File: config.mk
export PLATFORM = sky130hd
export DESIGN_NAME = bpuTop
export DESIGN_NICKNAME = d
export VERILOG_FILES = /design/src/design/bpuCtrlPkg.sv /design/src/design/bpuDataPkg.sv /design/src/design/phtRam.sv /design/src/design/gshareLookup.sv /design/src/design/predictionQueue.sv /design/src/design/branchResolver.sv /design/src/design/bpuTop.sv
export VERILOG_INCLUDE_DIRS = /design/src /design/src/include
export SDC_FILE = /design/constraint.sdc
export NUM_CORES = 2
export LEC_CHECK = 0
export BUFFER_PORTS_ARGS = -buffer_cell sky130_fd_sc_hd__buf_2
export CORE_AREA = 8 8 460 462
export DETAILED_ROUTE_END_ITERATION = 10
export DIE_AREA = 0 0 468 470
export PLACE_DENSITY = 0.78
export SLEW_MARGIN = 40
export SYNTH_ARGS = -nofsm -noshare
export SYNTH_HDL_FRONTEND = slang
export SYNTH_SLANG_ARGS = --single-unit
File: constraint.sdc
create_clock -name clk -period 23 [get_ports clk]
set_clock_uncertainty 0.2 [all_clocks]
set_input_delay 2.3 -clock clk [delete_from_list [all_inputs] [get_ports clk]]
set_output_delay 2.3 -clock clk [all_outputs]
set_load 0.02 [all_outputs]
File: src/include/bpu_defines.svh
// Sizing macros for the gshare predictor; QUEUE_DEPTH must be at least 2 and HIST_BITS below PC_BITS
`ifndef BPU_DEFINES_SVH
`define BPU_DEFINES_SVH

//////////////////////////////
// Predictor geometry
//////////////////////////////

// Width of the global history register and of the PHT index
// The PHT therefore holds 2^HIST_BITS two-bit counters
`define HIST_BITS 10

// Width of the branch PC presented by fetch
// The index hash takes PC bits HIST_BITS down to 1 and ignores bit 0
`define PC_BITS 32

//////////////////////////////
// Flow control
//////////////////////////////

// Entries in the prediction queue
// The predictor starts with this many credits, so the queue can never overflow
`define QUEUE_DEPTH 4

`endif

File: src/design/bpuCtrlPkg.sv
// Counter encoding is fixed at 2 bits with the upper bit as the direction; do not reorder the enum
package bpuCtrlPkg;

  //////////////////////////////
  // Saturating counter states
  //////////////////////////////

  // Ordered so that stepping toward taken is an increment
  // The upper bit doubles as the predicted direction
  typedef enum logic [1:0] {
    strongNotTaken = 2'b00,
    weakNotTaken   = 2'b01,
    weakTaken      = 2'b10,
    strongTaken    = 2'b11
  } counterState;

  // Every PHT entry reads as this until it is first written
  localparam counterState counterInit = weakNotTaken;

  // Predicted direction of a counter where high means taken
  function automatic logic isTaken(counterState state);
    return state[1];
  endfunction

  // High when the counter sits at either saturation end
  function automatic logic isStrong(counterState state);
    return (state == strongTaken) || (state == strongNotTaken);
  endfunction

endpackage

File: src/design/bpuDataPkg.sv
// Payload layouts depend on bpuCtrlPkg and the sizing macros; compile bpuCtrlPkg first
`include "bpu_defines.svh"

package bpuDataPkg;

  //////////////////////////////
  // Fetch side request
  //////////////////////////////

  // A lookup only carries the branch PC
  // History is held inside the predictor and is not part of the request
  typedef struct packed {
    logic [`PC_BITS-1:0] pc;
  } lookupReq;

  //////////////////////////////
  // In-flight prediction
  //////////////////////////////

  // What the predictor shows on its output and what the queue stores
  // The index is kept so the resolver can write back without rehashing
  // The counter is the value the prediction was made from
  typedef struct packed {
    logic [`HIST_BITS-1:0]   index;
    bpuCtrlPkg::counterState counter;
  } predEntry;

  //////////////////////////////
  // Write back to the PHT
  //////////////////////////////

  // Produced by the resolver on every accepted outcome
  // Counter is the already stepped value to store at index
  // Taken is the outcome that shifts into the global history
  // Total size is HIST_BITS + 4 bits
  typedef struct packed {
    logic                    valid;
    logic [`HIST_BITS-1:0]   index;
    bpuCtrlPkg::counterState counter;
    logic                    taken;
  } phtUpdate;

endpackage

File: src/design/phtRam.sv
// Read data lags the address by one cycle and a same-cycle write to the read index returns old data
`timescale 1ns/1ps
`include "bpu_defines.svh"

module phtRam (
  input  logic                    clk,
  input  logic                    rstN,
  input  logic [`HIST_BITS-1:0]   readIndex,
  output bpuCtrlPkg::counterState readCounter,
  input  bpuDataPkg::phtUpdate    update
);

  localparam int Entries = 1 << `HIST_BITS;

  // Counters only hold meaningful data where the matching valid bit is set
  bpuCtrlPkg::counterState counterMem [Entries];
  logic [Entries-1:0]      entryValid;

  // Registered read path
  bpuCtrlPkg::counterState memData;
  logic                    readValid;

  // Valid bits are the only state cleared by reset
  // An entry becomes valid the first time the resolver writes it
  always_ff @(posedge clk or negedge rstN) begin
    if (!rstN) begin
      entryValid <= '0;
      readValid  <= 1'b0;
    end else begin
      if (update.valid) begin
        entryValid[update.index] <= 1'b1;
      end
      readValid <= entryValid[readIndex];
    end
  end

  // Single write port and a synchronous read port
  // Reading and writing one address in the same cycle yields the old counter
  always_ff @(posedge clk) begin
    if (update.valid) begin
      counterMem[update.index] <= update.counter;
    end
    memData <= counterMem[readIndex];
  end

  // Entries never written since reset read as the initial counter
  assign readCounter = readValid ? memData : bpuCtrlPkg::counterInit;

endmodule

File: src/design/gshareLookup.sv
// One lookup per cycle, history advances only at resolution and there is no stall or flush
`timescale 1ns/1ps
`include "bpu_defines.svh"

module gshareLookup (
  input  logic                  clk,
  input  logic                  rstN,
  input  logic                  lookupValid,
  input  bpuDataPkg::lookupReq  lookup,
  output logic                  lookupReady,
  output logic                  predValid,
  output bpuDataPkg::predEntry  predOut,
  input  bpuDataPkg::phtUpdate  update,
  input  logic                  creditReturn
);

  localparam int CreditBits = $clog2(`QUEUE_DEPTH + 1);

  logic [`HIST_BITS-1:0]   history;
  logic [`HIST_BITS-1:0]   lookupIndex;
  logic                    accept;
  logic [CreditBits-1:0]   creditCount;

  // Index of the lookup now in the PHT read stage
  logic [`HIST_BITS-1:0]   predIndex;

  // Forwarding state captured alongside the PHT read
  logic                    fwdMatch;
  bpuCtrlPkg::counterState fwdCounter;
  bpuCtrlPkg::counterState ramCounter;

  //////////////////////////////
  // Index hash and handshake
  //////////////////////////////

  // Gshare hash of the current history with PC bits HIST_BITS down to 1
  // A lookup in the same cycle as a resolution still sees the old history
  assign lookupIndex = history ^ lookup.pc[`HIST_BITS:1];

  // Every accepted lookup will occupy one queue entry, so it needs a credit
  assign lookupReady = (creditCount != '0);
  assign accept      = lookupValid && lookupReady;

  //////////////////////////////
  // History and credits
  //////////////////////////////

  // Outcomes enter at the top and the oldest falls off bit 0
  always_ff @(posedge clk or negedge rstN) begin
    if (!rstN) begin
      history <= '0;
    end else if (update.valid) begin
      history <= {update.taken, history[`HIST_BITS-1:1]};
    end
  end

  // A lookup and a returned credit in one cycle cancel out
  always_ff @(posedge clk or negedge rstN) begin
    if (!rstN) begin
      creditCount <= CreditBits'(`QUEUE_DEPTH);
    end else begin
      case ({accept, creditReturn})
        2'b10:   creditCount <= creditCount - CreditBits'(1);
        2'b01:   creditCount <= creditCount + CreditBits'(1);
        default: creditCount <= creditCount;
      endcase
    end
  end

  //////////////////////////////
  // PHT read and forwarding
  //////////////////////////////

  // The RAM reads every cycle and the result only matters after an accept
  phtRam pht (
    .clk         (clk),
    .rstN        (rstN),
    .readIndex   (lookupIndex),
    .readCounter (ramCounter),
    .update      (update)
  );

  // A write landing on the index being read is invisible to the RAM read
  // so the match and the new counter are held for one cycle instead
  always_ff @(posedge clk or negedge rstN) begin
    if (!rstN) begin
      predValid <= 1'b0;
      fwdMatch  <= 1'b0;
    end else begin
      predValid <= accept;
      fwdMatch  <= update.valid && (update.index == lookupIndex);
    end
  end

  // Index of the accepted lookup and the counter written in the same cycle
  always_ff @(posedge clk) begin
    if (accept) begin
      predIndex <= lookupIndex;
    end
    fwdCounter <= update.counter;
  end

  // Prediction reflects any write made in the acceptance cycle
  assign predOut.index   = predIndex;
  assign predOut.counter = fwdMatch ? fwdCounter : ramCounter;

endmodule

File: src/design/predictionQueue.sv
// Relies on credits upstream to never push when full; a pop on an empty queue is ignored
`timescale 1ns/1ps
`include "bpu_defines.svh"

module predictionQueue (
  input  logic                 clk,
  input  logic                 rstN,
  input  logic                 push,
  input  bpuDataPkg::predEntry pushEntry,
  input  logic                 pop,
  output bpuDataPkg::predEntry headEntry,
  output logic                 notEmpty,
  output logic                 creditReturn
);

  localparam int PtrBits   = $clog2(`QUEUE_DEPTH);
  localparam int CountBits = $clog2(`QUEUE_DEPTH + 1);

  bpuDataPkg::predEntry entries [`QUEUE_DEPTH];
  logic [PtrBits-1:0]   wrPtr;
  logic [PtrBits-1:0]   rdPtr;
  logic [CountBits-1:0] count;
  logic                 doPop;

  // Wraps at QUEUE_DEPTH, which need not be a power of two
  function automatic logic [PtrBits-1:0] nextPtr(logic [PtrBits-1:0] ptr);
    logic [PtrBits-1:0] lastSlot;
    lastSlot = PtrBits'(`QUEUE_DEPTH - 1);
    return (ptr == lastSlot) ? '0 : ptr + PtrBits'(1);
  endfunction

  assign notEmpty  = (count != '0);
  assign doPop     = pop && notEmpty;
  assign headEntry = entries[rdPtr];

  //////////////////////////////
  // Pointers and occupancy
  //////////////////////////////

  always_ff @(posedge clk or negedge rstN) begin
    if (!rstN) begin
      wrPtr <= '0;
      rdPtr <= '0;
      count <= '0;
    end else begin
      if (push) begin
        wrPtr <= nextPtr(wrPtr);
      end
      if (doPop) begin
        rdPtr <= nextPtr(rdPtr);
      end
      // Simultaneous push and pop leave the occupancy unchanged
      case ({push, doPop})
        2'b10:   count <= count + CountBits'(1);
        2'b01:   count <= count - CountBits'(1);
        default: count <= count;
      endcase
    end
  end

  // Each pushed prediction lands in the slot the write pointer names
  always_ff @(posedge clk) begin
    if (push) begin
      entries[wrPtr] <= pushEntry;
    end
  end

  //////////////////////////////
  // Credit return
  //////////////////////////////

  // Each retired entry sends one pulse a cycle after its pop
  always_ff @(posedge clk or negedge rstN) begin
    if (!rstN) begin
      creditReturn <= 1'b0;
    end else begin
      creditReturn <= doPop;
    end
  end

endmodule

File: src/design/branchResolver.sv
// Purely combinational, resolves strictly in order and expects outcomes only for queued predictions
`timescale 1ns/1ps

module branchResolver (
  input  logic                 resolveValid,
  input  logic                 resolveTaken,
  input  bpuDataPkg::predEntry headEntry,
  input  logic                 notEmpty,
  output logic                 pop,
  output bpuDataPkg::phtUpdate update,
  output logic                 mispredict
);

  logic                    accept;
  bpuCtrlPkg::counterState nextCounter;

  // An outcome is only taken when there is a prediction to match it with
  assign accept = resolveValid && notEmpty;
  assign pop    = accept;

  // Move the stored counter one step toward the outcome
  // Both ends saturate
  always_comb begin
    case (headEntry.counter)
      bpuCtrlPkg::strongNotTaken:
        nextCounter = resolveTaken ? bpuCtrlPkg::weakNotTaken : bpuCtrlPkg::strongNotTaken;
      bpuCtrlPkg::weakNotTaken:
        nextCounter = resolveTaken ? bpuCtrlPkg::weakTaken : bpuCtrlPkg::strongNotTaken;
      bpuCtrlPkg::weakTaken:
        nextCounter = resolveTaken ? bpuCtrlPkg::strongTaken : bpuCtrlPkg::weakNotTaken;
      default:
        nextCounter = resolveTaken ? bpuCtrlPkg::strongTaken : bpuCtrlPkg::weakTaken;
    endcase
  end

  // Write back to the same index the prediction was read from
  assign update.valid   = accept;
  assign update.index   = headEntry.index;
  assign update.counter = nextCounter;
  assign update.taken   = resolveTaken;

  // Compare against the counter the prediction used, not the updated one
  assign mispredict = accept && (bpuCtrlPkg::isTaken(headEntry.counter) != resolveTaken);

endmodule

File: src/design/bpuTop.sv
// Lookup to prediction is one cycle; resolution writes the PHT and history at the next edge
`timescale 1ns/1ps

module bpuTop (
  input  logic                 clk,
  input  logic                 rstN,
  input  logic                 lookupValid,
  input  bpuDataPkg::lookupReq lookup,
  output logic                 lookupReady,
  output logic                 predValid,
  output bpuDataPkg::predEntry predOut,
  input  logic                 resolveValid,
  input  logic                 resolveTaken,
  output logic                 resolveReady,
  output logic                 mispredict
);

  bpuDataPkg::phtUpdate update;
  bpuDataPkg::predEntry headEntry;
  logic                 pop;
  logic                 creditReturn;

  //////////////////////////////
  // Producer
  //////////////////////////////

  gshareLookup predictor (
    .clk          (clk),
    .rstN         (rstN),
    .lookupValid  (lookupValid),
    .lookup       (lookup),
    .lookupReady  (lookupReady),
    .predValid    (predValid),
    .predOut      (predOut),
    .update       (update),
    .creditReturn (creditReturn)
  );

  //////////////////////////////
  // Buffer
  //////////////////////////////

  // Every prediction is parked here until its outcome arrives
  // A non-empty queue is exactly when the execute side may resolve
  predictionQueue queue (
    .clk          (clk),
    .rstN         (rstN),
    .push         (predValid),
    .pushEntry    (predOut),
    .pop          (pop),
    .headEntry    (headEntry),
    .notEmpty     (resolveReady),
    .creditReturn (creditReturn)
  );

  //////////////////////////////
  // Consumer
  //////////////////////////////

  branchResolver resolver (
    .resolveValid (resolveValid),
    .resolveTaken (resolveTaken),
    .headEntry    (headEntry),
    .notEmpty     (resolveReady),
    .pop          (pop),
    .update       (update),
    .mispredict   (mispredict)
  );

endmodule

==> results.py <==
metrics = {
    "critical_path": {
        "cp-start-kind": "input pin",
        "path_buf_inv": 7,
        "cp.arrival_ns": 8.69,
        "crit_fanout": 79,
        "slowest_delay_ns": 0.69,
        "slowest_stage": "buf_4",
        "crit_required_ns": 23.61,
        "crit_path_end_kind": "flop",
        "rrSetupSlack_ns": 15.97,
        "cp_top_family": "buffers and inverters",
        "reg2reg_from": "predictor.history[0]$_DFFE_PN0P_",
        "r2r-end": "predictor.pht.memData[1]$_DFF_P_",
        "reg2reg_depth": 14,
        "cp_cell_sequence": "buf_2 -> xnor2_2 -> buf_4 -> buf_12 -> buf_12 -> buf_12 -> buf_4 -> buf_4 -> mux4_2 -> a22o_1 -> a221oi_1 -> a31oi_1 -> or4_1 -> a22oi_1 -> nand4_1",
        "crit_type": "in -> reg",
    },
    "timing": {
        "timing.setup.tns_ns": 0,
        "hold_viol": 0,
        "maxSlewHeadroom": 0.387,
        "holdWs_ns": 0.257,
        "finalSetupViolations": 0,
        "setup_slack_ns": 14.92,
        "period_needed_ns": 8.08,
        "period_share": 0.351,
        "rsz0062_at_grt": "false",
        "tightest_slew_ns": 0.920,
        "slew_violations": 0,
        "fmax_mhz": 124,
    },
    "routing": {
        "via_per_inst": 6.88,
        "wl_mm": 343,
        "route.detailed.drc": 0,
        "drt_iter0_markers": 10715,
        "final_antenna_net_count": 0,
        "dr_total_vias": 72324,
        "dr.pass1.iters": 8,
        "wl_per_cell_um": 32.6,
    },
    "die": {
        "die_y_um": 470,
        "dieArea_um2": 220000,
        "row_count": 166,
        "placeableCoreArea_um2": 204000,
        "dieWidth_um": 468,
        "io_pins": 53,
        "initial_utilization": 0.617,
    },
    "power_and_ir_drop": {
        "power_density_nw_per_um2": 129,
        "peakVddDrop_uv": 116,
        "finalPower_mw": 18.0,
        "leakage_nw": 53.7,
    },
    "worst_hold_path": {
        "hold_class": "reg -> reg",
        "min-delay-start": "predictor.pht.entryValid[217]$_DFFE_PN0P_",
        "whs_path_depth": 1,
        "hold_end": "predictor.pht.entryValid[217]$_DFFE_PN0P_",
    },
    "clock_network": {
        "cts_setup_buffers": 0,
        "cts.clk_slew.worst_paths_ns": 0.06,
        "cts_resized": 0,
        "clockBufferDepth": 4,
        "cts-root-buf": "clkbuf_16",
        "cts.htree.levels": 5,
        "cts_buffers": 318,
        "clk_latency_ns": 0.97,
        "cts_tree": "built",
        "postCtsHoldBufs": 0,
        "clock-sinks": 3158,
    },
    "synthesis": {
        "synth_edf_count": 2106,
        "synthTopCellsByCount": "edfxtp_1, nor2_1, dfrtp_1",
        "syn-num-nets": 7573,
        "synth_area_leaders": "edfxtp_1, dfrtp_1, mux4_2, or2_2, nor2_1",
        "ys.flop_type": "edfxtp_1",
        "yosysTopAreaCell": "edfxtp_1",
        "synthCells": 7527,
        "ys_types": 65,
        "yosysMostFrequentCell": "edfxtp_1",
        "yosysWarningCount": 0,
        "seq_area_frac_synth": 0.712,
        "avgSynthCellArea_um2": 16.7,
        "async_reset_ff_frac": 0.332,
        "yosysTopAreaCellShare": 0.503,
        "synth-seq-cells": 3158,
        "syn_area_um2": 126000,
    },
    "placement": {
        "pre_cts_ws_ns": 13.83,
        "place.gp.congestion": 0.888,
        "place_area_um2": 129000,
        "io_buffers": 30,
        "dp.final_hpwl_mm": 195,
    },
    "finish": {
        "num-fill-cells": 12329,
        "area_growth_pct": 11.3,
        "nNetsFinal": 7624,
        "drive_gt1_frac": 0.311,
        "final_area_um2": 140000,
    },
    "global_route": {
        "grt_usage": 0.309,
        "grt_pass1_wl_mm": 497,
        "grt_start_max_net_pins": 218,
        "gr-total-overflow": 0,
        "antenna_found_initial": 11,
        "grt_pass1_vias": 73770,
    },
    "run": {
        "max_cap_viol_count": 0,
    },
    "status": {
        "status": "finished, final reports clean",
    },
}
sequential cells by signal, summed over array words and instances, names as in the netlist:
signal                    flops
predictor.predValid           1
predictor.pht.entryValid   1024
queue.creditReturn            1
queue.entries                48
queue.count                   3
queue.wrPtr                   2
predictor.pht.counterMem   2048
predictor.fwdMatch            1
predictor.creditCount         3
predictor.pht.readValid       1
predictor.fwdCounter          2
queue.rdPtr                   2
predictor.predIndex          10
predictor.pht.memData         2
predictor.history            10
layout by cell type, fill, tap and decap left out, drive strengths merged, types with 28 or more instances in the layout:
cell type / synthesis / layout
clkbuf: 224 / 425
mux4: 766 / 766
a221oi: 38 / 38
dfrtp: 1047 / 1047
a22o: 30 / 30
a21oi: 45 / 45
nand3: 81 / 81
nor2: 1077 / 1077
nand4: 42 / 42
edfxtp: 2106 / 2106
a22oi: 188 / 188
mux2i: 31 / 31
clkinv: 2 / 98
or2: 1024 / 1024
nand2: 302 / 302
buf: 237 / 191
a31oi: 41 / 41
inv: 23 / 28
stage by stage:
stage          cells  utilization
6_report       10518        0.687
5_1_grt        10509        0.687
4_1_cts        10501        0.685
3_5_place_dp    9939        0.634
3_3_place_gp    9928        0.632
2_1_floorplan   7527            -
routing by layer:
layer / vias up / global-route usage / wire (µm)
met5: - / 0 / 63
met4: 10 / 0.169 / 21900
met3: 1063 / 0.0889 / 43500
met2: 5312 / 0.464 / 156000
met1: 37545 / 0.413 / 121000
li1: 28394 / - / -
power by group:
| part | internal (mW) | total (mW) | switching (mW) |
|---|---|---|---|
| logic | 1.90 | 5.23 | 3.33 |
| registers | 7.30 | 7.59 | 0.285 |
| clock network | 3.04 | 5.18 | 2.15 |
| total | 12.2 | 18.0 | 5.76 |
cell families (layout without fill, tap and decap cells):
kind of cell,after synthesis,after routing,share of synthesized area
xor+xnor,27,27,0.00212
buf+inv,486,779,0.0176
compound gates,439,439,0.0257
other cells,0,10,0
flops,3158,3158,0.712
mux,801,801,0.140
simple gates,2605,2605,0.102
fa+ha+maj,11,11,0.00117
worst max path at each step:
stage                       from  cells after the start                                        to  slack [ns]
global placement       lookup[1]                     15          predictor.pht.memData[1]$_DFF_P_       13.91
finish                 lookup[1]                     15          predictor.pht.memData[1]$_DFF_P_       14.92
floorplan           resolveTaken                      1  predictor.pht.counterMem[0][0]$_DFFE_PP_        4.57
CTS                    lookup[1]                     14         predictor.pht.readValid$_DFF_PN0_       14.85
global route           lookup[1]                     15         predictor.pht.readValid$_DFF_PN0_       14.50
detailed placement     lookup[1]                     14         predictor.pht.readValid$_DFF_PN0_       13.83
final cells by class:
cell class / instances / area [µm²] / share of cell area
inverter: 25 / 111 / 0.000795
tap: 2688 / 3360 / 0.0240
timing repair buffer: 192 / 1860 / 0.0133
clock inverter: 138 / 1420 / 0.0101
clock buffer: 424 / 8950 / 0.0639
multi-input combinational: 3883 / 34800 / 0.248
antenna: 10 / 25.0 / 0.000179
sequential: 3158 / 89500 / 0.639
Power figures use the tool's default switching activity.
